`config.mk`:
```
export PLATFORM = sky130hd
export DESIGN_NAME = cen_gen
export DESIGN_NICKNAME = d
export VERILOG_FILES = /design/src/logic/cen_gen.sv
export VERILOG_INCLUDE_DIRS = /design/src /design/src/include
export SDC_FILE = /design/constraint.sdc
export NUM_CORES = 1
export LEC_CHECK = 0
export BUFFER_PORTS_ARGS = -buffer_cell sky130_fd_sc_hd__buf_4
export CORE_AREA = 2 2 39 41
export DETAILED_ROUTE_END_ITERATION = 10
export DIE_AREA = 0 0 41 43
export GPL_ROUTABILITY_DRIVEN = 0
export HOLD_SLACK_MARGIN = 0.1
export PLACE_DENSITY = 0.3
export REMOVE_ABC_BUFFERS = 1
export SLEW_MARGIN = 20
export SYNTH_ARGS = -nofsm -noshare
export SYNTH_HDL_FRONTEND = slang
export SYNTH_SLANG_ARGS = --single-unit
export TNS_END_PERCENT = 100
```
`constraint.sdc`:
```
create_clock -name clk -period 1.1 [get_ports clk]
set_input_delay 0.11 -clock clk [delete_from_list [all_inputs] [get_ports clk]]
set_output_delay 0.11 -clock clk [all_outputs]
set_load 0.005 [all_outputs]
```
`src/include/castle_settings.svh`:
```
// Build-time sizes for the main-CPU board glue
// Included by the package and by any module that sizes logic from these macros
// ROM and RAM widths follow the dumped board, 32kB fixed plus 128kB banked
`ifndef CASTLE_SETTINGS_SVH
`define CASTLE_SETTINGS_SVH

// ROM byte address, bit 15 plus 4 bank bits plus 13 offset bits
`define CASTLE_ROM_AW 18

// 8 kB work RAM
`define CASTLE_RAM_AW 13

// Clock-enable ratio NUM/DEN applied to clk for the fast enable
`define CASTLE_CEN_NUM 1
`define CASTLE_CEN_DEN 2

`endif

```
`src/logic/cen_gen.sv`:
```
// Fractional clock-enable generator for the main CPU
// cen24 fires at NUM/DEN of clk, cen12 on every second cen24
// Both are single-clk pulses, cen12 only ever coincides with cen24
`include "castle_settings.svh"

module cen_gen (
    input  logic clk,
    input  logic rst,
    output logic cen24,
    output logic cen12
);

    // Accumulator wide enough for DEN-1 plus NUM
    localparam int CW = $clog2(`CASTLE_CEN_DEN + `CASTLE_CEN_NUM + 1);

    logic [CW-1:0] acc;
    logic [CW-1:0] acc_sum;
    logic          half;

    // Next accumulator value before the wrap test
    assign acc_sum = acc + CW'(`CASTLE_CEN_NUM);

    always_ff @(posedge clk, posedge rst) begin
        if (rst) begin
            acc   <= '0;
            half  <= 1'b0;
            cen24 <= 1'b0;
            cen12 <= 1'b0;
        end else begin
            cen24 <= 1'b0;
            cen12 <= 1'b0;
            if (acc_sum >= CW'(`CASTLE_CEN_DEN)) begin
                // Wrap gives one fast pulse
                acc   <= acc_sum - CW'(`CASTLE_CEN_DEN);
                cen24 <= 1'b1;
                // Divide by two for the CPU rate
                half  <= ~half;
                cen12 <= half;
            end else begin
                acc <= acc_sum;
            end
        end
    end

    // Slow enable must sit on a fast enable
    cen12_in_cen24: assert property (@(posedge clk) disable iff (rst) cen12 |-> cen24)
        else $error("cen12 pulsed without cen24");

endmodule

```
==> metrics.csv <==
stage,metric,value,unit
layout,layout.nets,25,
detailed_routing,routedWlPerCell,6.973,µm
timing,fin_crit,1.016,ns
timing,slew_headroom,86.95,%
clock_network,cts_inserted_buffers,3,
worst_hold_path,min_path_type,input port to async pin,
layout,antenna_cells,0,
timing,tns,0,ns
grt,grt.total_usage,5.253,%
logic_synthesis,ys_types,6,
grt,grt_pass1_wl,503,µm
detailed_routing,drcViolationCount,0,
floorplan,core_area,1384,µm²
clock_network,clock_latency,0.24,ns
detailed_routing,ant_nets,0,
worst_setup_path,required,1.22,ns
clock_network,cts_tree,yes,
logic_synthesis,syn_inst,13,
timing,worst_pin_slew,0.1955,ns
worst_setup_path,critPathCaptureType,flop,
power,p_per_area,1583,nW/µm²
timing,skew,0.001775,ns
power,p_leak,0.1317,nW
worst_setup_path,cp_slowest_cell,dfrtp_1,
logic_synthesis,ys_seq_elements,5,
timing,finalSetupViolCount,0,
clock_network,ctsRootBufferMaster,clkbuf_4,
timing,rsz0062_at_grt,no,
detailed_routing,wl,258,µm
layout,final_util,18.26,%
worst_setup_path,cp_top_family,flip-flops,
grt,grt_start_max_net_pins,6,
detailed_routing,firstDrtPassIters,2,
grt,grt_pass1_vias,132,
status,outcome,finished clean,
timing,drv_slew,0,
floorplan,dieArea,1763,µm²
clock_network,path_clk_slew,0.04,ns
worst_setup_path,path_cells,"ha_1, and2_1",
timing,hold_viol_final,0,
run,maxCapViolCount,0,
floorplan,start_util,12.57,%
worst_setup_path,startpoint_type,flop,
detailed_routing,drtIter0Drc,1,
floorplan,rows,14,
clock_network,cts.path.max_buffers,2,
logic_synthesis,synth-seq-area-share,71.94,%
logic_synthesis,synth_area,173.9,µm²
layout,syn_to_final_growth,45.32,%
floorplan,num_io_pins,4,
layout,drive_above_1_share,28.57,%
worst_setup_path,crit_fanout,4,
floorplan,fp.dieW,41,µm
clock_network,cts_max_level,1,
clock_network,cts_sinks,5,
placed_design,port_buffers,3,
worst_setup_path,path_class,flop to flop,
timing,fmax,983.8,MHz
floorplan,die_y,43,µm
logic_synthesis,ys_warn_count,0,
grt,grt_antenna_before_repair,0,
clock_network,cts_resized,0,
worst_setup_path,cp.buffers_inverters,0,
worst_setup_path,critPathArrivalTime,1.14,ns
power,vdd_drop_max,0.3412,mV
worst_setup_path,critPathMaxStageDelay,0.38,ns
detailed_routing,post_drt_via_cell_ratio,2.595,
detailed_routing,dr_total_vias,96,
timing,min_period_over_period,92.41,%
logic_synthesis,avgSynthCellArea,13.38,µm²
grt,grt-ovfl-total,0,
-- state kept, by name, summed over array words and instances, names as in the netlist --
| name | cells |
|---|---|
| acc | 2 |
| cen12 | 1 |
| cen24 | 1 |
| half | 1 |
-- synthesized netlist by cell type --
| library cell | count | area, µm² |
|---|---|---|
| xnor2_1 | 1 | 8.760 |
| ha_1 | 1 | 12.51 |
| dfrtp_1 | 5 | 125.1 |
| inv_1 | 4 | 15.01 |
| and2_1 | 1 | 6.260 |
| nor2b_1 | 1 | 6.260 |
-- layout by cell type, fill, tap and decap left out --
cell type and count:
dlygate4sd3_1 1, nor2b_1 1, inv_1 4, ha_1 1, and2_1 1, clkbuf_4 3, buf_4 3, xnor2_1 1
clkbuf_1 1, dfrtp_1 5
-- routing by layer --
layer,part of all wire (%),vias to the layer above,wire length (µm),global-route usage (%)
li1,-,51,-,-
met1,37,43,96,4.262
met2,55,2,141,6.563
met3,7.8,0,20,3.141
met4,0,0,0,8.000
met5,0,-,0,0
-- where the power goes --
part           internal (mW)  switching [mW]
combinational        0.00478         0.00431
clock                  0.137          0.0696
sequential             0.185               0
total                  0.326          0.0739
-- what timing repair did --
item / CTS / global route
setup buffers: 0 / 0
hold buffers: 1 / 0
endpoints found under the hold margin: 5 / 0
-- cells by family (layout without fill, tap and decap cells) --
family	Yosys count	after routing	synth area share [%]
AND/OR/NAND/NOR	2	2	7.199
buffers and inverters	4	12	8.631
XOR/XNOR	1	1	5.037
flip-flops	5	5	71.94
adder cells (fa/ha/maj)	1	1	7.193
-- through the flow --
step	cells	worst slack [ns]	hold WS [ns]	power, mW	area [µm²]
detailed placement	32	0.08091	0.02759	0.1939	216.5
CTS	37	0.06839	0.3241	0.4133	252.7
floorplan	13	0.1338	-0.1115	0.1903	173.9
global route	37	0.02674	0.3490	0.4346	252.7
finish	37	0.08352	0.3293	0.4002	252.7
global placement	32	0.1020	0.02502	0.1937	216.5
-- final timing paths --
path,from,cells after the start,endpoint,slack [ns]
max reg2reg,acc[0],2,acc[1],0.08
max in group asynchronous,rst,3,acc[1],0.60
min reg2reg,acc[0],1,acc[0],0.43
min in group clk,acc[0],1,acc[0],0.43
max,acc[0],2,acc[1],0.08
min,rst,3,cen12,0.33
-- final cells by class --
| cell class | instances | area [µm²] |
|---|---|---|
| clock buffer | 4 | 26.28 |
| fill | 152 | 1131 |
| inverter | 4 | 15.01 |
| multi-input combinational | 4 | 33.78 |
| sequential | 5 | 125.1 |
| tap | 16 | 20.02 |
| timing repair buffer | 4 | 32.53 |
-- worst reg2reg max path, stage by stage, from the launching register on --
cell	delay, ns
dfrtp_1	0.38
ha_1	0.35
and2_1	0.18
No activity file was read; power rests on OpenSTA's default activity.
