[config.mk]
export PLATFORM = sky130hd
export DESIGN_NAME = main_decoder
export DESIGN_NICKNAME = d
export VERILOG_FILES = /design/src/logic/castle_pkg.sv /design/src/logic/main_decoder.sv
export VERILOG_INCLUDE_DIRS = /design/src /design/src/include
export SDC_FILE = /design/constraint.sdc
export NUM_CORES = 1
export LEC_CHECK = 0
export BUFFER_PORTS_ARGS = -buffer_cell sky130_fd_sc_hd__clkbuf_2
export CORE_ASPECT_RATIO = 0.6
export CORE_MARGIN = 2
export CORE_UTILIZATION = 35
export DETAILED_ROUTE_END_ITERATION = 10
export PLACE_DENSITY = 0.9
export SLEW_MARGIN = 15
export SYNTH_ARGS = -nofsm -noshare
export SYNTH_HDL_FRONTEND = slang
export SYNTH_SLANG_ARGS = --single-unit
[constraint.sdc]
create_clock -name vclk -period 5.3
set_input_delay 1.325 -clock vclk [all_inputs]
set_output_delay 1.325 -clock vclk [all_outputs]
set_load 0.005 [all_outputs]
[src/include/castle_settings.svh]
// Build-time sizes for the main-CPU board glue
// Included by the package and by any module that sizes logic from these macros
// ROM and RAM widths follow the dumped board, 32kB fixed plus 128kB banked
`ifndef CASTLE_SETTINGS_SVH
`define CASTLE_SETTINGS_SVH

// ROM byte address, bit 15 plus 4 bank bits plus 13 offset bits
`define CASTLE_ROM_AW 18

// 8 kB work RAM
`define CASTLE_RAM_AW 13

// Clock-enable ratio NUM/DEN applied to clk for the fast enable
`define CASTLE_CEN_NUM 1
`define CASTLE_CEN_DEN 2

`endif

[src/logic/castle_pkg.sv]
// Shared vector types for the main-CPU board glue
// Referenced by scoped name from every RTL file
// Widths of ROM and RAM addresses come from the settings header
package castle_pkg;

`include "castle_settings.svh"

    // CPU side address bus, 64 kB space
    typedef logic [15:0] cpu_addr_t;

    // Every data path on the board is a byte
    typedef logic [7:0] byte_t;

    // Banked ROM byte address
    typedef logic [`CASTLE_ROM_AW-1:0] rom_addr_t;

    // Work RAM word address
    typedef logic [`CASTLE_RAM_AW-1:0] ram_addr_t;

    // ROM bank register
    // Schematic shows 5 bits, top one never used
    typedef logic [3:0] bank_t;

endpackage

[src/logic/main_decoder.sv]
// Main CPU address decoder
// Turns the CPU address into chip selects and the banked ROM address,
// and muxes the read data back to the CPU by fixed priority
// Purely combinational, all outputs settle with the address
module main_decoder (
    input  castle_pkg::cpu_addr_t cpu_addr,
    input  logic                  cpu_we,
    input  castle_pkg::bank_t     bank,
    input  castle_pkg::byte_t     rom_data,
    input  castle_pkg::byte_t     ram_dout,
    input  castle_pkg::byte_t     port_dout,
    input  castle_pkg::byte_t     pal_dout,
    input  castle_pkg::byte_t     gfx1_dout,
    input  castle_pkg::byte_t     gfx2_dout,
    input  logic                  rom_ok,
    output logic                  gfx1_cs,
    output logic                  gfx2_cs,
    output logic                  pal_cs,
    output logic                  io_cs,
    output logic                  ram_cs,
    output logic                  rom_cs,
    output castle_pkg::rom_addr_t rom_addr,
    output castle_pkg::byte_t     cpu_din,
    output logic                  dtack
);

    // High address byte
    castle_pkg::byte_t page;
    // Four bank bits of the ROM address
    castle_pkg::bank_t rom_page;

    assign page = cpu_addr[15:8];

    always_comb begin
        // Graphics chips, one register page plus an 8 kB window each
        gfx1_cs = (page == 8'h00) || (cpu_addr[15:13] == 3'd1);
        gfx2_cs = (page == 8'h02) || (cpu_addr[15:13] == 3'd2);
        io_cs   = (page == 8'h04);
        pal_cs  = (page == 8'h06);
        // Work RAM spans pages 07 to 1F
        ram_cs  = (page >= 8'h07) && (page < 8'h20);
        // ROM is read-only from 6000 up
        rom_cs  = (cpu_addr[15:12] >= 4'h6) && !cpu_we;
    end

    // Lower half of ROM space is banked, upper 32 kB maps straight through
    assign rom_page = cpu_addr[15] ? {2'b00, cpu_addr[14:13]} : bank;
    assign rom_addr = {cpu_addr[15], rom_page, cpu_addr[12:0]};

    // Read-data priority
    always_comb begin
        if (rom_cs) begin
            cpu_din = rom_data;
        end else if (ram_cs) begin
            cpu_din = ram_dout;
        end else if (io_cs) begin
            cpu_din = port_dout;
        end else if (pal_cs) begin
            cpu_din = pal_dout;
        end else if (gfx1_cs) begin
            cpu_din = gfx1_dout;
        end else if (gfx2_cs) begin
            cpu_din = gfx2_dout;
        end else begin
            // Open bus
            cpu_din = 8'hff;
        end
    end

    // CPU waits only on slow ROM fetches
    assign dtack = ~rom_cs | rom_ok;

    // I/O, palette and RAM pages are disjoint
    always_comb begin
        sel_disjoint: assert #0 ($onehot0({io_cs, pal_cs, ram_cs}))
            else $error("overlapping io/pal/ram selects");
    end

endmodule

==> results.sh <==
export IMPL_relSlewSlack_pct=68.1
export IMPL_die_x_um=64.0
export IMPL_syn_inst=108
export IMPL_wl_met2_um=1340
export IMPL_hold_viol_final=0
export IMPL_cp_startpoint="cpu_addr[10]"
export IMPL_route_detailed_drc=0
export IMPL_cp_max_fo=13
export IMPL_grt_max_degree=15
export IMPL_status="finished, final reports clean"
export IMPL_p_leak_nw=0.554
export IMPL_slew_violations=0
export IMPL_wl_per_cell_um=13.5
export IMPL_via_per_inst=5.31
export IMPL_synth_distinct_cells=40
export IMPL_syn_avg_cell_area_um2=7.01
export IMPL_drive_above_1_share_pct=57.1
export IMPL_fp_dieH_um=40.0
export IMPL_ff_latch_area_um2=0
export IMPL_endpoint_kind="output port"
export IMPL_setup_tns_ns=0
export IMPL_gp_congestion=0.918
export IMPL_yosysSeqAreaShare_pct=0
export IMPL_multi_input_area_um2=598
export IMPL_crit_required_ns=3.97
export IMPL_max_cap_violations=0
export IMPL_antenna_cells=0
export IMPL_place_ws_ns=1.23
export IMPL_worst_setup_path_start_kind="input port"
export IMPL_antenna_found_initial=0
export IMPL_clock_fmax_mhz=245
export IMPL_routed_wl_met3_um=239
export IMPL_drtAntennaViolNets=0
export IMPL_portBuffers=87
export IMPL_netlist_area_um2=757
export IMPL_start_util_pct=39.1
export IMPL_timing_final_crit_share_pct=77.1
export IMPL_post_cts_buffers=0
export IMPL_tightest_slew_ns=0.475
export IMPL_rsz0062_at_grt="false"
export IMPL_topRoutingLayerUsed="met3"
export IMPL_n_clock_buffer=0
export IMPL_die_area_mm2=0.00256
export IMPL_crit_arrival_ns=2.76
export IMPL_area_growth_pct=44.1
export IMPL_drt_pass1_iter_count=4
export IMPL_min_period_ns=4.09
export IMPL_grt_overflow=0
export IMPL_n_fill_cell=198
export IMPL_grt_pass1_wl_um=4140
export IMPL_nets=249
export IMPL_worstSetupPathType="in -> out"
export IMPL_pin_count=103
export IMPL_rows=12
export IMPL_endpoint="cpu_din[0]"
export IMPL_dp_hpwl_um=2420
export IMPL_cts_resized=0
export IMPL_syn_nets=178
export IMPL_postCtsHoldBufs=0
export IMPL_layout_setup_ws_ns=1.21
export IMPL_yosys_warnings=0
export IMPL_power_density_mw_per_mm2=71.0
export IMPL_dr_total_vias=1089
export IMPL_hold_class="in -> out"
export IMPL_setup_violations=0
export IMPL_core_mm2=0.00194
export IMPL_post_synth_top_area_fraction_pct=13.9
export IMPL_first_iter_violations=43
export IMPL_synth_top_area_cell="buf_4"
export IMPL_track_usage_pct=20.3
export IMPL_ys_top_cells_by_area="buf_4, a22oi_1, o221ai_1"
export IMPL_irDropWorstVdd_v=0.0000406
export IMPL_met1_length_um=1190
export IMPL_wl_um=2770
export IMPL_grt_pass1_vias=909
export IMPL_numSequentialCells=0
-- placed cells by master, fill, tap and decap left out, drive strengths merged --
cell and count:
a21oi 1, nor3b 1, or3 1, nor4 1
nand2 4, nand2b 6, inv 5, o21ai 12
o22ai 2, a31oi 3, a22oi 13, nand4 1
a2bb2oi 1, o2111ai 2, nor3 3, mux2 2
and3 2, nand3 2, nor2 5, or2 1
nor2b 7, a311o 1, o221ai 6, o211ai 2
a21boi 2, nor4b 1, clkinv 1, nand4b 2
clkbuf 87
-- report_power, final --
part | switching [mW] | internal [mW]
sequential | 0 | 0
clock | 0 | 0
combinational | 0.0378 | 0.0397
total | 0.0378 | 0.0397
-- worst max-delay path, cell delays in order --
cell and delay [ns]:
clkbuf_2 0.20, nor4_2 0.52, a22oi_2 0.20, o221ai_1 0.26, a22oi_1 0.13, clkbuf_2 0.12
-- through the flow --
step           util, %  power, mW  cell area, um^2  cells  hold WS [ns]
5_1_grt           56.3     0.0854             1090    205          2.65
6_report          56.3     0.0775             1090    205          2.65
3_3_place_gp      56.3     0.0764             1090    205          2.65
4_1_cts           56.3     0.0773             1090    205          2.65
3_5_place_dp      56.3     0.0770             1090    205          2.65
2_1_floorplan        -     0.0435              757    108          2.73
-- cells in the mapped netlist, types with 2 or more instances --
library cell	number
a22oi_1	12
o22ai_1	2
a31oi_1	3
mux2_2	2
inv_2	2
o21ai_1	6
nand2_1	3
nor2_1	5
nor2b_1	7
o21ai_0	6
buf_6	2
o221ai_1	6
o211ai_1	2
a21boi_0	2
nand2b_1	6
buf_4	14
inv_1	3
o2111ai_1	2
nand4b_1	2
-- layout make-up --
cell class | count | share of cell area (%)
timing repair buffer | 87 | 39.9
tap | 28 | 3.21
multi-input combinational | 84 | 54.8
inverter | 6 | 2.06
-- metal layers --
| metal | up-vias | global-route usage (%) |
|---|---|---|
| met4 | 0 | 0 |
| met5 | - | 0 |
| li1 | 550 | - |
| met2 | 59 | 39.3 |
| met1 | 480 | 27.3 |
| met3 | 0 | 1.12 |
-- worst min-delay path by stage --
stage | start | endpoint | cells past startpoint
final | cpu_addr[1] | rom_addr[1] | 0
after CTS | cpu_addr[1] | rom_addr[1] | 0
after global routing | cpu_addr[0] | rom_addr[0] | 0
after floorplan | cpu_addr[0] | rom_addr[0] | 1
after detailed placement | cpu_addr[1] | rom_addr[1] | 0
after global placement | cpu_addr[1] | rom_addr[1] | 0
-- cells by family (layout without fill, tap and decap cells) --
group	count (synthesis)	after routing	synth area share [%]
AOI/OAI and AO/OA	45	45	42.8
and+or+nand+nor	37	37	33.2
buffers and inverters	24	93	21.0
muxes	2	2	2.97
Note: power is estimated with default switching activity, not from simulation.
