**config.mk**
```make
export PLATFORM = sky130hd
export DESIGN_NAME = main_io
export DESIGN_NICKNAME = d
export VERILOG_FILES = /design/src/logic/castle_pkg.sv /design/src/logic/main_io.sv
export VERILOG_INCLUDE_DIRS = /design/src /design/src/include
export SDC_FILE = /design/constraint.sdc
export NUM_CORES = 1
export LEC_CHECK = 0
export BUFFER_PORTS_ARGS = -buffer_cell sky130_fd_sc_hd__buf_2
export CORE_MARGIN = 4
export CORE_UTILIZATION = 43
export CTS_CLUSTER_SIZE = 14
export DETAILED_ROUTE_END_ITERATION = 8
export GPL_TIMING_DRIVEN = 0
export PLACE_DENSITY_LB_ADDON = 0.25
export SETUP_SLACK_MARGIN = 0.5
export SLEW_MARGIN = 5
export SYNTH_ARGS = -nofsm -noshare
export SYNTH_HDL_FRONTEND = slang
export SYNTH_SLANG_ARGS = --single-unit
export TNS_END_PERCENT = 10
```
**constraint.sdc**
```tcl
create_clock -name clk -period 1.05 [get_ports clk]
set_input_delay 0.105 -clock clk [delete_from_list [all_inputs] [get_ports clk]]
set_output_delay 0.105 -clock clk [all_outputs]
set_load 0.03 [all_outputs]
```
**src/include/castle_settings.svh**
```systemverilog
// Build-time sizes for the main-CPU board glue
// Included by the package and by any module that sizes logic from these macros
// ROM and RAM widths follow the dumped board, 32kB fixed plus 128kB banked
`ifndef CASTLE_SETTINGS_SVH
`define CASTLE_SETTINGS_SVH

// ROM byte address, bit 15 plus 4 bank bits plus 13 offset bits
`define CASTLE_ROM_AW 18

// 8 kB work RAM
`define CASTLE_RAM_AW 13

// Clock-enable ratio NUM/DEN applied to clk for the fast enable
`define CASTLE_CEN_NUM 1
`define CASTLE_CEN_DEN 2

`endif

```
**src/logic/castle_pkg.sv**
```systemverilog
// Shared vector types for the main-CPU board glue
// Referenced by scoped name from every RTL file
// Widths of ROM and RAM addresses come from the settings header
package castle_pkg;

`include "castle_settings.svh"

    // CPU side address bus, 64 kB space
    typedef logic [15:0] cpu_addr_t;

    // Every data path on the board is a byte
    typedef logic [7:0] byte_t;

    // Banked ROM byte address
    typedef logic [`CASTLE_ROM_AW-1:0] rom_addr_t;

    // Work RAM word address
    typedef logic [`CASTLE_RAM_AW-1:0] ram_addr_t;

    // ROM bank register
    // Schematic shows 5 bits, top one never used
    typedef logic [3:0] bank_t;

endpackage

```
**src/logic/main_io.sv**
```systemverilog
// Board I/O register block of the main CPU
// Holds ROM bank, sound latch and IRQ, video bank and priority,
// and registers the selected cabinet or DIP port for CPU reads
// Offset is address bits 4:2, port data is valid one clk after io_cs
module main_io (
    input  logic              clk,
    input  logic              rst,
    input  logic              io_cs,
    input  logic              cpu_we,
    input  logic [4:0]        io_addr,
    input  castle_pkg::byte_t cpu_dout,
    input  logic [1:0]        start_button,
    input  logic [1:0]        coin_input,
    input  logic [6:0]        joystick1,
    input  logic [6:0]        joystick2,
    input  logic              service,
    input  castle_pkg::byte_t dipsw_a,
    input  castle_pkg::byte_t dipsw_b,
    input  logic [3:0]        dipsw_c,
    input  logic              snd_ack,
    output castle_pkg::bank_t bank,
    output castle_pkg::byte_t snd_latch,
    output logic              snd_irq,
    output logic [1:0]        video_bank,
    output logic              prio,
    output castle_pkg::byte_t port_dout
);

    logic [2:0] offset;
    logic       wr_en;

    assign offset = io_addr[4:2];
    assign wr_en  = io_cs & cpu_we;

    // Write registers and read port
    always_ff @(posedge clk, posedge rst) begin
        if (rst) begin
            bank       <= '0;
            snd_latch  <= '0;
            video_bank <= '0;
            prio       <= 1'b0;
            port_dout  <= '0;
        end else if (io_cs) begin
            case (offset)
                3'd0: if (wr_en) bank <= cpu_dout[3:0];
                3'd1: if (wr_en) snd_latch <= cpu_dout;
                // Cabinet inputs, sub-port on bits 1:0
                3'd4: begin
                    case (io_addr[1:0])
                        2'd0: port_dout <= {3'b111, start_button, service, coin_input};
                        2'd1: port_dout <= {2'b11, joystick1[5:0]};
                        2'd2: port_dout <= {2'b11, joystick2[5:0]};
                        default: begin
                            port_dout <= {2'b11, joystick2[6], joystick1[6], dipsw_c};
                        end
                    endcase
                end
                3'd5: port_dout <= io_addr[0] ? dipsw_b : dipsw_a;
                3'd6: begin
                    if (wr_en) {prio, video_bank} <= cpu_dout[2:0];
                    // Readback sees the old value on a write cycle
                    port_dout <= {5'd0, prio, video_bank};
                end
                default: ;
            endcase
            // Everything but 4 to 6 reads open bus
            if (offset < 3'd4 || offset == 3'd7) begin
                port_dout <= 8'hff;
            end
        end
    end

    // Sound IRQ, set by a write, dropped on ack, set has priority
    always_ff @(posedge clk, posedge rst) begin
        if (rst) begin
            snd_irq <= 1'b0;
        end else if (wr_en && offset == 3'd2) begin
            snd_irq <= 1'b1;
        end else if (snd_ack) begin
            snd_irq <= 1'b0;
        end
    end

    // Latch moves only after a latch write
    latch_on_write: assert property (@(posedge clk) disable iff (rst)
        !$stable(snd_latch) |-> $past(io_cs && cpu_we && offset == 3'd1))
        else $error("snd_latch changed without a write");

endmodule

```
==> summary.md, run 1 <==
| Metric | Value |
|---|---|
| Final Worst Setup Slack | `32.5 ps` |
| Leakage | `1.10 nW` |
| Failing checks | `negative hold slack` |
| Met3 routed WL | `258 µm` |
| CTS Buffer Depth | `2` |
| CP max stage delay | `410 ps` |
| Worst Setup End Kind | `primary output` |
| Post-synthesis async set-or-reset flop share | `100%` |
| Seq pwr share | `37.5%` |
| Final hold vios | `24` |
| Power share of the clock group | `20.8%` |
| Most common flop cell mapped by yosys | `dfrtp_1` |
| Actual transition at the worst max-transition pin | `521 ps` |
| Worst path required time | `940 ps` |
| Via count of the routed design | `1,250` |
| CP cell instances | `buf_2` |
| Chip height | `63.5 µm` |
| Tcrit/Tclk final | `96.9%` |
| Placed Instance Area | `0.00185 mm²` |
| Fmax | `0.983 GHz` |
| Critical path class | `flop to primary output` |
| Fin area | `0.00224 mm²` |
| Max cap viols | `0` |
| Starting Density | `46.5%` |
| Top-count cell post-synth | `dfrtp_1` |
| Mapped Cells | `109` |
| Cell variety after synth | `26` |
| Overflow after GRT | `0` |
| Clock sinks | `24` |
| # rows | `19` |
| Total nets after synthesis | `166` |
| Highest Signal Layer | `met4` |
| Crit path DAT | `910 ps` |
| Most frequent cells after synthesis | `dfrtp_1, mux2_2, a21oi_1, o21ai_0, nor2_1` |
| Aggregate routed wire length | `4060 µm` |
| Min Hold Slack | `-208 ps` |
| CP startpoint kind | `flop` |
| Clock root buffer | `clkbuf_4` |
| Via density per instance | `5.39` |
| Die area | `0.00404 mm²` |
| CP max stage cell | `dfrtp_1` |
| Switching part of the total | `32.8%` |
| Layout cell share with drive strength beyond 1 | `67.7%` |
| Wl on met1 | `1550 µm` |
| Drt wl/cell | `17.5 µm` |
| DRT antenna net count | `0` |
| Gpl congestion | `0.767` |
| Hpwl dp | `2860 µm` |
| Clock period minus worst slack | `1020 ps` |
| H-tree lvl count | `1` |
| DRC viols | `0` |
| N_diodes | `0` |
| Gr usage total | `19.3%` |
| PnR Total Power | `0.00325 W` |
| Crit path max fanout | `2` |
| Power Density | `1450 mW/mm²` |
| Max_slew headroom | `65.2%` |
| Port Buffers | `78` |
| DIE WIDTH | `63.5 µm` |
| Largest cells by area after synthesis | `dfrtp_1, mux2_2, mux4_2` |
| First-pass GRT wire length | `6190 µm` |
| Avg Cell Area, Syn | `12.2 µm²` |
| Largest net degree at the start of global routing | `25` |
| Initial antenna violation count | `0` |
| Logic pwr share | `41.7%` |
| Peak supply drop | `1210 µV` |
| Drt first pass iters | `4` |
| Yosys Warn Count | `0` |
| Run status | `complete, but fails checks` |
| Worst Skew | `6.31 ps` |
| Crit path buf inv count | `1` |
| Clock-pin slew on the worst setup and hold paths | `140 ps` |
| Number of synthesized flops with an enable pin | `0` |
| Number of DRC markers in iteration 0 | `43` |
| Pre-CTS setup slack | `-407 ps` |
| CTS tree | `done` |
| Ports | `81` |
| Number of global-route vias before repair | `1,376` |
| RSZ-0062 raised after global routing | `true` |
| Area grow syn2layout | `69.1%` |
| #FFs+latches synth | `24` |
| Clk Latency, worst-skew pair | `320 ps` |
| Cts bufs inserted | `3` |
| Internal power | `0.00219 W` |
| Top delay family on crit path | `flip-flops` |
| Largest area contributor in the synthesized netlist | `dfrtp_1` |
| P_sw | `0.00107 W` |
| Area share of the largest cell type after synthesis | `45.3%` |
| Core box area | `0.00285 mm²` |
| Seq/Total Area, Yosys | `45.3%` |
| Fin nets | `259` |
| Synth Cell Area | `0.00133 mm²` |
| Count of final setup violators | `0` |
| Hold Path Class | `primary input to asynchronous set/reset pin` |
| Post-layout util | `78.6%` |
| Fin. max-slew vios | `0` |
| Routed wl met2 | `2200 µm` |
final timing paths:
check / startpoint / endpoint / slack, ps / cells after the start
max in group asynchronous: rst / snd_latch[0] / 950 / 2
min in group clk: cpu_dout[4] / snd_latch[4] / 0 / 2
hold reg to reg: snd_latch[0] / snd_latch[0] / 540 / 1
setup reg to reg: video_bank[1] / port_dout[1] / 60 / 3
setup / recovery: port_dout[3] / port_dout[3] / 30 / 1
hold / removal: rst / snd_latch[4] / -210 / 2
timing repair:
| action | in CTS | in global routing |
|---|---|---|
| resized for setup | 29 | 59 |
| pin swaps | 2 | 12 |
| setup buffers | 7 | 3 |
| endpoints found under the hold margin | 26 | 28 |
| setup endpoints to repair | 72 | 72 |
power by group through the flow:
stage                     Clock [W]  Combinational, W  Sequential (W)
after floorplan                   0          0.000378         0.00153
after global placement            0           0.00105         0.00119
after detailed placement          0           0.00106         0.00119
after CTS                  0.000687           0.00119         0.00119
after global routing       0.000736           0.00143         0.00124
final                      0.000677           0.00136         0.00122
cells by family after synthesis:
logic type | share of synthesized area (%)
muxes | 29.5
AOI/OAI and AO/OA | 13.2
xor gates and xnor gates | 0.660
buffers and inverters | 3.96
DFF | 45.3
and+or+nand+nor | 7.36
metrics by stage:
stage	std cells	TNS, ps
after floorplan	109	-1150
after global placement	218	-5750
after detailed placement	218	-6620
after CTS	229	0
after global routing	232	-12.7
final	232	0
placed cells by master (no fill, tap or decap), drive strengths merged:
master    synthesis  routed
mux2             19      19
mux4              5       5
mux2i             5       5
a22o              1       1
o2111a            3       3
nor2              7       7
nor3b             1       1
or3b              1       1
or4               1       1
o221ai            1       1
buf               4      94
bufinv            0       1
nor2b             2       2
o21ai             8       8
nand3b            1       1
a21oi             8       8
a221oi            3       3
inv               4       3
nand2             2       2
and3b             1       1
xnor2             1       1
o22a              2       2
nand4             1       1
clkinvlp          0       1
dfrtp            24      24
clkbuf            4       5
final cells by class:
cell class | count | area [µm²]
buffer | 8 | 101
clock buffer | 3 | 22.5
clock inverter | 1 | 30.0
fill | 170 | 611
inverter | 4 | 18.8
multi-input combinational | 73 | 785
sequential | 24 | 601
tap | 31 | 38.8
timing repair buffer | 88 | 646
routing by layer:
metal / up-vias / global-route usage, %
met5: - / 0
met4: 0 / 7.82
met3: 5 / 4.44
met2: 42 / 35.2
met1: 610 / 21.4
li1: 593 / -
flip-flops by register name (all words and copies together), names as in the netlist:
signal and count:
snd_irq 1, snd_latch 8, bank 4, prio 1, port_dout 8, video_bank 2
Note: power is estimated with default switching activity, not from simulation.
==> run 2, diff against run 1 <==
--- a/config.mk
+++ b/config.mk
@@ -8,7 +8,7 @@
 export LEC_CHECK = 0
 export BUFFER_PORTS_ARGS = -buffer_cell sky130_fd_sc_hd__buf_2
 export CORE_MARGIN = 4
-export CORE_UTILIZATION = 43
+export CORE_UTILIZATION = 30
 export CTS_CLUSTER_SIZE = 14
 export DETAILED_ROUTE_END_ITERATION = 8
 export GPL_TIMING_DRIVEN = 0
==> run 2 against run 1 <==
The flow now finishes without violations. Via count is 4.4% lower. Sequential share of layout area grew 2.4 points. Combinational power is 18% lower. Setup slack lost 7.3 ps. Maximum frequency down 0.71%.
==> summary.md, run 2 (synthesized netlist as in run 1, its figures left out) <==
| Metric | Value |
|---|---|
| Ports | `81 (unchanged)` |
| Tcrit/Tclk final | `97.6% (was 96.9%)` |
| Via count of the routed design | `1,195 (was 1,250)` |
| Layout cell share with drive strength beyond 1 | `64.4% (was 67.7%)` |
| Number of DRC markers in iteration 0 | `38 (was 43)` |
| N_diodes | `0 (unchanged)` |
| Run status | `finished clean (was complete, but fails checks)` |
| Area grow syn2layout | `55.0% (was 69.1%)` |
| Gpl congestion | `0.703 (was 0.767)` |
| Crit path from | `io_addr[4] (was port_dout[3])` |
| CTS Buffer Depth | `2 (unchanged)` |
| Port Buffers | `78 (unchanged)` |
| CP cell instances | `buf_6 -> or4_4 -> buf_6 -> mux2_4 (was buf_2)` |
| Most common cell after layout, fill and taps aside | `buf_2 (unchanged)` |
| Leakage | `1.01 nW (was 1.10 nW)` |
| Number of global-route vias before repair | `1,290 (was 1,376)` |
| Hpwl dp | `3130 µm (was 2860 µm)` |
| Count of final setup violators | `0 (unchanged)` |
| Aggregate routed wire length | `3840 µm (was 4060 µm)` |
| Fin nets | `252 (was 259)` |
| Power Density | `1510 mW/mm² (was 1450 mW/mm²)` |
| Starting Density | `32.0% (was 46.5%)` |
| Core box area | `0.00414 mm² (was 0.00285 mm²)` |
| Critical Path End | `bank[1] (was port_dout[3])` |
| Number of cells on the critical path | `4 (was 1)` |
| Origin of the critical flop-to-flop path | `video_bank[0] (was video_bank[1])` |
| Fin area | `0.00206 mm² (was 0.00224 mm²)` |
| Clock root buffer | `clkbuf_8 (was clkbuf_4)` |
| Hold Path Class | `primary input to asynchronous set/reset pin (unchanged)` |
| Critical path class | `primary input to flop (was flop to primary output)` |
| Fmax | `0.976 GHz (was 0.983 GHz)` |
| Top delay family on crit path | `simple AND/OR/NAND/NOR gates (was flip-flops)` |
| Largest regs | `port_dout: 8 flops, snd_latch: 8 flops, bank: 4 flops (unchanged)` |
| Clock period minus worst slack | `1020 ps (about the same)` |
| Drt wl/cell | `15.7 µm (was 17.5 µm)` |
| RR Endpoint | `port_dout[0] (was port_dout[1])` |
| Actual transition at the worst max-transition pin | `884 ps (was 521 ps)` |
| DIE WIDTH | `74.5 µm (was 63.5 µm)` |
| Max cap viols | `0 (unchanged)` |
| # rows | `23 (was 19)` |
| Overflow after GRT | `0 (unchanged)` |
| Clock sinks | `24 (unchanged)` |
| R2R cell count | `3 (unchanged)` |
| First-pass GRT wire length | `5840 µm (was 6190 µm)` |
| Clock-pin slew on the worst setup and hold paths | `90 ps (was 140 ps)` |
| Max_slew headroom | `41.0% (was 65.2%)` |
| Fin. max-slew vios | `0 (unchanged)` |
| Peak supply drop | `1140 µV (was 1210 µV)` |
| CP max stage cell | `or4_4 (was dfrtp_1)` |
| Drt first pass iters | `4 (unchanged)` |
| CP startpoint kind | `primary input (was flop)` |
| Hold_buf cts | `0` |
| Crit path max fanout | `4 (was 2)` |
| Gr usage total | `13.6% (was 19.3%)` |
| H-tree lvl count | `1 (unchanged)` |
| Crit path buf inv count | `2 (was 1)` |
| DRT antenna net count | `0 (unchanged)` |
| Chip height | `74.5 µm (was 63.5 µm)` |
| Clk Latency, worst-skew pair | `270 ps (was 320 ps)` |
| Cts bufs inserted | `3 (unchanged)` |
| Final hold vios | `0 (was 24)` |
| Filler cells | `387 (was 170)` |
| Worst Setup End Kind | `flop (was primary output)` |
| CP most frequent cell | `buf_6` |
| Setup_tns | `0 ps (unchanged)` |
| CP max stage delay | `520 ps (was 410 ps)` |
| Via density per instance | `4.90 (was 5.39)` |
| RSZ-0062 raised after global routing | `true (unchanged)` |
| Placed Instance Area | `0.00187 mm² (was 0.00185 mm²)` |
| DRC viols | `0 (unchanged)` |
| Crit path DAT | `1170 ps (was 910 ps)` |
| Worst Skew | `11.2 ps (was 6.31 ps)` |
| Die area | `0.00555 mm² (was 0.00404 mm²)` |
| PnR Total Power | `0.00309 W (was 0.00325 W)` |
| Initial antenna violation count | `0 (unchanged)` |
| R2r setup slk | `90 ps (was 60 ps)` |
| CTS tree | `done (unchanged)` |
| Worst path required time | `1190 ps (was 940 ps)` |
| Largest net degree at the start of global routing | `25 (unchanged)` |
| Most frequent cells in the layout | `buf_2, dfrtp_1, mux2_4 (was buf_2, buf_6, dfrtp_1)` |
run 2: report_power, final:
group          leakage [nW]  switching (W)  internal (W)
clock network        0.0357       0.000288      0.000509
logic                 0.698       0.000618      0.000490
registers             0.277      0.0000993       0.00109
run 2: per-stage QoR:
step                setup slack (ps)  utilization [%]  instances  hold slack (ps)
floorplan                       -113                -        109              120
global placement                -368             45.2        237              335
detailed placement              -385             45.2        237              343
CTS                             29.9             49.0        244             58.1
global route                    27.9             49.6        244             65.7
finish                          25.2             49.6        244             14.1
run 2: repair_timing:
| item | 4_1_cts | 5_1_grt |
|---|---|---|
| pin swaps | 3 | 2 |
| buffers inserted | 3 | 0 |
| gates resized for setup | 14 | 10 |
| cloned | 0 | 0 |
| endpoints found under the hold margin | 0 | 0 |
| setup endpoints to repair | 72 | 72 |
run 2: layout make-up:
class	count	area [µm²]	area share (%)
Multi-Input combinational cell	73	754	36.7
Sequential cell	24	601	29.2
Timing Repair Buffer	81	459	22.3
Buffer	8	92.6	4.50
Tap cell	50	62.6	3.04
Clock buffer	3	41.3	2.01
Clock inverter	1	30.0	1.46
Inverter	4	15.0	0.730
run 2: metal layers:
layer / part of all wire (%) / up-vias / track usage (%)
met4: 0.78 / 0 / 2.96
met3: 4.6 / 2 / 2.57
met5: 0 / - / 0
met2: 59 / 31 / 26.7
met1: 35 / 579 / 14.9
li1: - / 583 / -
run 2: worst reg2reg max path, stage by stage, from the launching register on:
cell and delay, ps:
dfrtp_1 420, o21ai_0 150, o2111a_1 200, a21oi_1 60
run 2: how the worst min path moves through the flow:
| stage | from | to | slack [ps] | cells after the start |
|---|---|---|---|---|
| floorplan | rst | bank[0] | 120 | 1 |
| global placement | rst | snd_latch[4] | 340 | 2 |
| detailed placement | cpu_dout[6] | snd_latch[6] | 340 | 2 |
| CTS | rst | port_dout[1] | 60 | 2 |
| global route | cpu_dout[3] | snd_latch[3] | 70 | 2 |
| finish | rst | port_dout[1] | 10 | 2 |
==> run 3, diff against run 2 <==
--- a/config.mk
+++ b/config.mk
@@ -6,9 +6,9 @@
 export SDC_FILE = /design/constraint.sdc
 export NUM_CORES = 1
 export LEC_CHECK = 0
-export BUFFER_PORTS_ARGS = -buffer_cell sky130_fd_sc_hd__buf_2
+export BUFFER_PORTS_ARGS = -buffer_cell sky130_fd_sc_hd__clkbuf_2
 export CORE_MARGIN = 4
-export CORE_UTILIZATION = 30
+export CORE_UTILIZATION = 40
 export CTS_CLUSTER_SIZE = 14
 export DETAILED_ROUTE_END_ITERATION = 8
 export GPL_TIMING_DRIVEN = 0
==> run 3 against run 2 <==
The run now ends with negative hold slack left. Cell count decreased by 2.0%. Sequential power increased by 3%. Cell area increased by 8.5%. First-iteration DRC count increased by 13%. Utilization increased by 22 points. Flip-flop and latch count unchanged. Register-to-register slack about the same. Via count increased by 4.9%. Critical path type is now flop to primary output. Critical endpoint is now prio. Largest cell class unchanged.
==> summary.md, run 3 (synthesized netlist as in run 1, its figures left out) <==
| Metric | Value |
|---|---|
| Layout cell share with drive strength beyond 1 | `67.2% (was 64.4%)` |
| Hold Path Class | `primary input to asynchronous set/reset pin (unchanged)` |
| Fin. max-slew vios | `0 (unchanged)` |
| Ports | `81 (unchanged)` |
| CTS tree | `done (unchanged)` |
| CP startpoint kind | `flop (was primary input)` |
| Die area | `0.00430 mm² (was 0.00555 mm²)` |
| Top delay family on crit path | `flip-flops (was simple AND/OR/NAND/NOR gates)` |
| N_diodes | `0 (unchanged)` |
| Overflow after GRT | `0 (unchanged)` |
| Fin area | `0.00223 mm² (was 0.00206 mm²)` |
| DIE WIDTH | `65.6 µm (was 74.5 µm)` |
| Area grow syn2layout | `68.2% (was 55.0%)` |
| Number of global-route vias before repair | `1,298 (was 1,290)` |
| Clock root buffer | `clkbuf_4 (was clkbuf_8)` |
| Actual transition at the worst max-transition pin | `529 ps (was 884 ps)` |
| Number of DRC markers in iteration 0 | `43 (was 38)` |
| Min Hold Slack | `-197 ps (was 14.1 ps)` |
| Starting Density | `42.7% (was 32.0%)` |
| DRT antenna net count | `0 (unchanged)` |
| Max_slew headroom | `64.6% (was 41.0%)` |
| Post-route insts no fill | `239 (was 244)` |
| Aggregate routed wire length | `3880 µm (was 3840 µm)` |
| RSZ-0062 raised after global routing | `true (unchanged)` |
| Run status | `complete, but fails checks (was finished clean)` |
| Final Worst Setup Slack | `33.4 ps (was 25.2 ps)` |
| Clock period minus worst slack | `1020 ps (about the same)` |
| Final hold vios | `24 (was 0)` |
| Worst Setup End Kind | `primary output (was flop)` |
| Clk Latency, worst-skew pair | `310 ps (was 270 ps)` |
| Via density per instance | `5.25 (was 4.90)` |
| Fin nets | `253 (was 252)` |
| Via count of the routed design | `1,254 (was 1,195)` |
| Pre-CTS setup slack | `-384 ps (was -385 ps)` |
| Critical path class | `flop to primary output (was primary input to flop)` |
| H-tree lvl count | `1 (unchanged)` |
| Initial antenna violation count | `0 (unchanged)` |
| Failing checks | `negative hold slack` |
| Cts bufs inserted | `3 (unchanged)` |
| Largest net degree at the start of global routing | `25 (unchanged)` |
| Worst path required time | `940 ps (was 1190 ps)` |
| Most frequent cells in the layout | `clkbuf_2, dfrtp_1, buf_6 (was buf_2, dfrtp_1, mux2_4)` |
| Peak supply drop | `719 µV (was 1140 µV)` |
| Area of the multi-input gates | `788 µm² (was 754 µm²)` |
| Crit path buf inv count | `1 (was 2)` |
| Gr usage total | `17.6% (was 13.6%)` |
| Power Density | `1470 mW/mm² (was 1510 mW/mm²)` |
| DRC viols | `0 (unchanged)` |
| Gpl congestion | `0.807 (was 0.703)` |
| Clock sinks | `24 (unchanged)` |
| Chip height | `65.6 µm (was 74.5 µm)` |
| # rows | `20 (was 23)` |
| CTS Buffer Depth | `2 (unchanged)` |
| Count of final setup violators | `0 (unchanged)` |
| Placed Instance Area | `0.00187 mm² (about the same)` |
| Filler cells | `240 (was 387)` |
| First-pass GRT wire length | `5850 µm (was 5840 µm)` |
| Core box area | `0.00310 mm² (was 0.00414 mm²)` |
| Worst Skew | `1.81 ps (was 11.2 ps)` |
| CP max stage cell | `dfrtp_1 (was or4_4)` |
| Port Buffers | `78 (unchanged)` |
| Max cap viols | `0 (unchanged)` |
| FF/Latch Area | `601 µm² (unchanged)` |
| Most common cell after layout, fill and taps aside | `clkbuf_2 (was buf_2)` |
| CP cell instances | `buf_8 (was buf_6 -> or4_4 -> buf_6 -> mux2_4)` |
| Placed cells | `231 (was 237)` |
| Fmax | `0.984 GHz (was 0.976 GHz)` |
| Clock-pin slew on the worst setup and hold paths | `140 ps (was 90 ps)` |
| Drt wl/cell | `16.2 µm (was 15.7 µm)` |
| Leakage | `1.09 nW (was 1.01 nW)` |
| Crit path max fanout | `3 (was 4)` |
| Drt first pass iters | `4 (unchanged)` |
| Crit path DAT | `910 ps (was 1170 ps)` |
| Tcrit/Tclk final | `96.8% (was 97.6%)` |
| Hpwl dp | `2930 µm (was 3130 µm)` |
| CP max stage delay | `450 ps (was 520 ps)` |
| Largest regs | `port_dout: 8 flops, snd_latch: 8 flops, bank: 4 flops (unchanged)` |
## run 3: cell count changes in the layout (fill, tap and decap cells not counted), sizes merged
cell,before,now
clkbuf,7,56
buf,85,37
clkinvlp,0,1
inv,4,3
## run 3: where the power goes
part | total [W] | switching [W] | internal [W]
combinational | 0.00138 | 0.000644 | 0.000736
clock | 0.000670 | 0.000284 | 0.000386
sequential | 0.00123 | 0.000141 | 0.00109
## run 3: layout make-up
type | count | area share, %
inverter | 4 | 0.841
multi-input combinational | 73 | 35.3
tap | 44 | 2.47
clock inverter | 1 | 1.35
clock buffer | 3 | 1.01
timing repair buffer | 82 | 27.5
buffer | 8 | 4.54
sequential | 24 | 26.9
## run 3: timing repair
item | CTS | global route
endpoints found under the setup margin | 72 | 72
resized for setup | 17 | 113
pin swaps | 2 | 18
setup buffers | 3 | 1
endpoints found under the hold margin | 24 | 24
gates cloned | 0 | 0
## run 3: metal layers
layer / share of wire, % / track usage, % / vias to the layer above
met5: 0 / 0 / -
met4: 1.1 / 5.44 / 0
met3: 5.7 / 2.56 / 4
met2: 53 / 31.9 / 48
met1: 40 / 21.5 / 622
li1: - / - / 580
## run 3: through the flow
| step | setup TNS [ps] | utilization (%) | power [W] | hold slack (ps) |
|---|---|---|---|---|
| after global placement | -5480 | 60.1 | 0.00224 | 304 |
| after floorplan | -1150 | - | 0.00191 | 120 |
| after detailed placement | -6440 | 60.1 | 0.00227 | 329 |
| after CTS | 0 | 64.9 | 0.00301 | -29.8 |
| after global routing | -7.20 | 71.9 | 0.00343 | -169 |
| final | 0 | 71.9 | 0.00328 | -197 |
## run 3: final timing paths
kind	cells past startpoint	start	endpoint	slack, ps
setup reg to reg	3	prio	port_dout[2]	100
setup / recovery	1	prio	prio	30
max in group asynchronous	2	rst	bank[2]	940
hold / removal	2	rst	snd_latch[1]	-200
hold reg to reg	1	port_dout[6]	port_dout[6]	540
min in group clk	2	cpu_dout[4]	snd_latch[4]	20
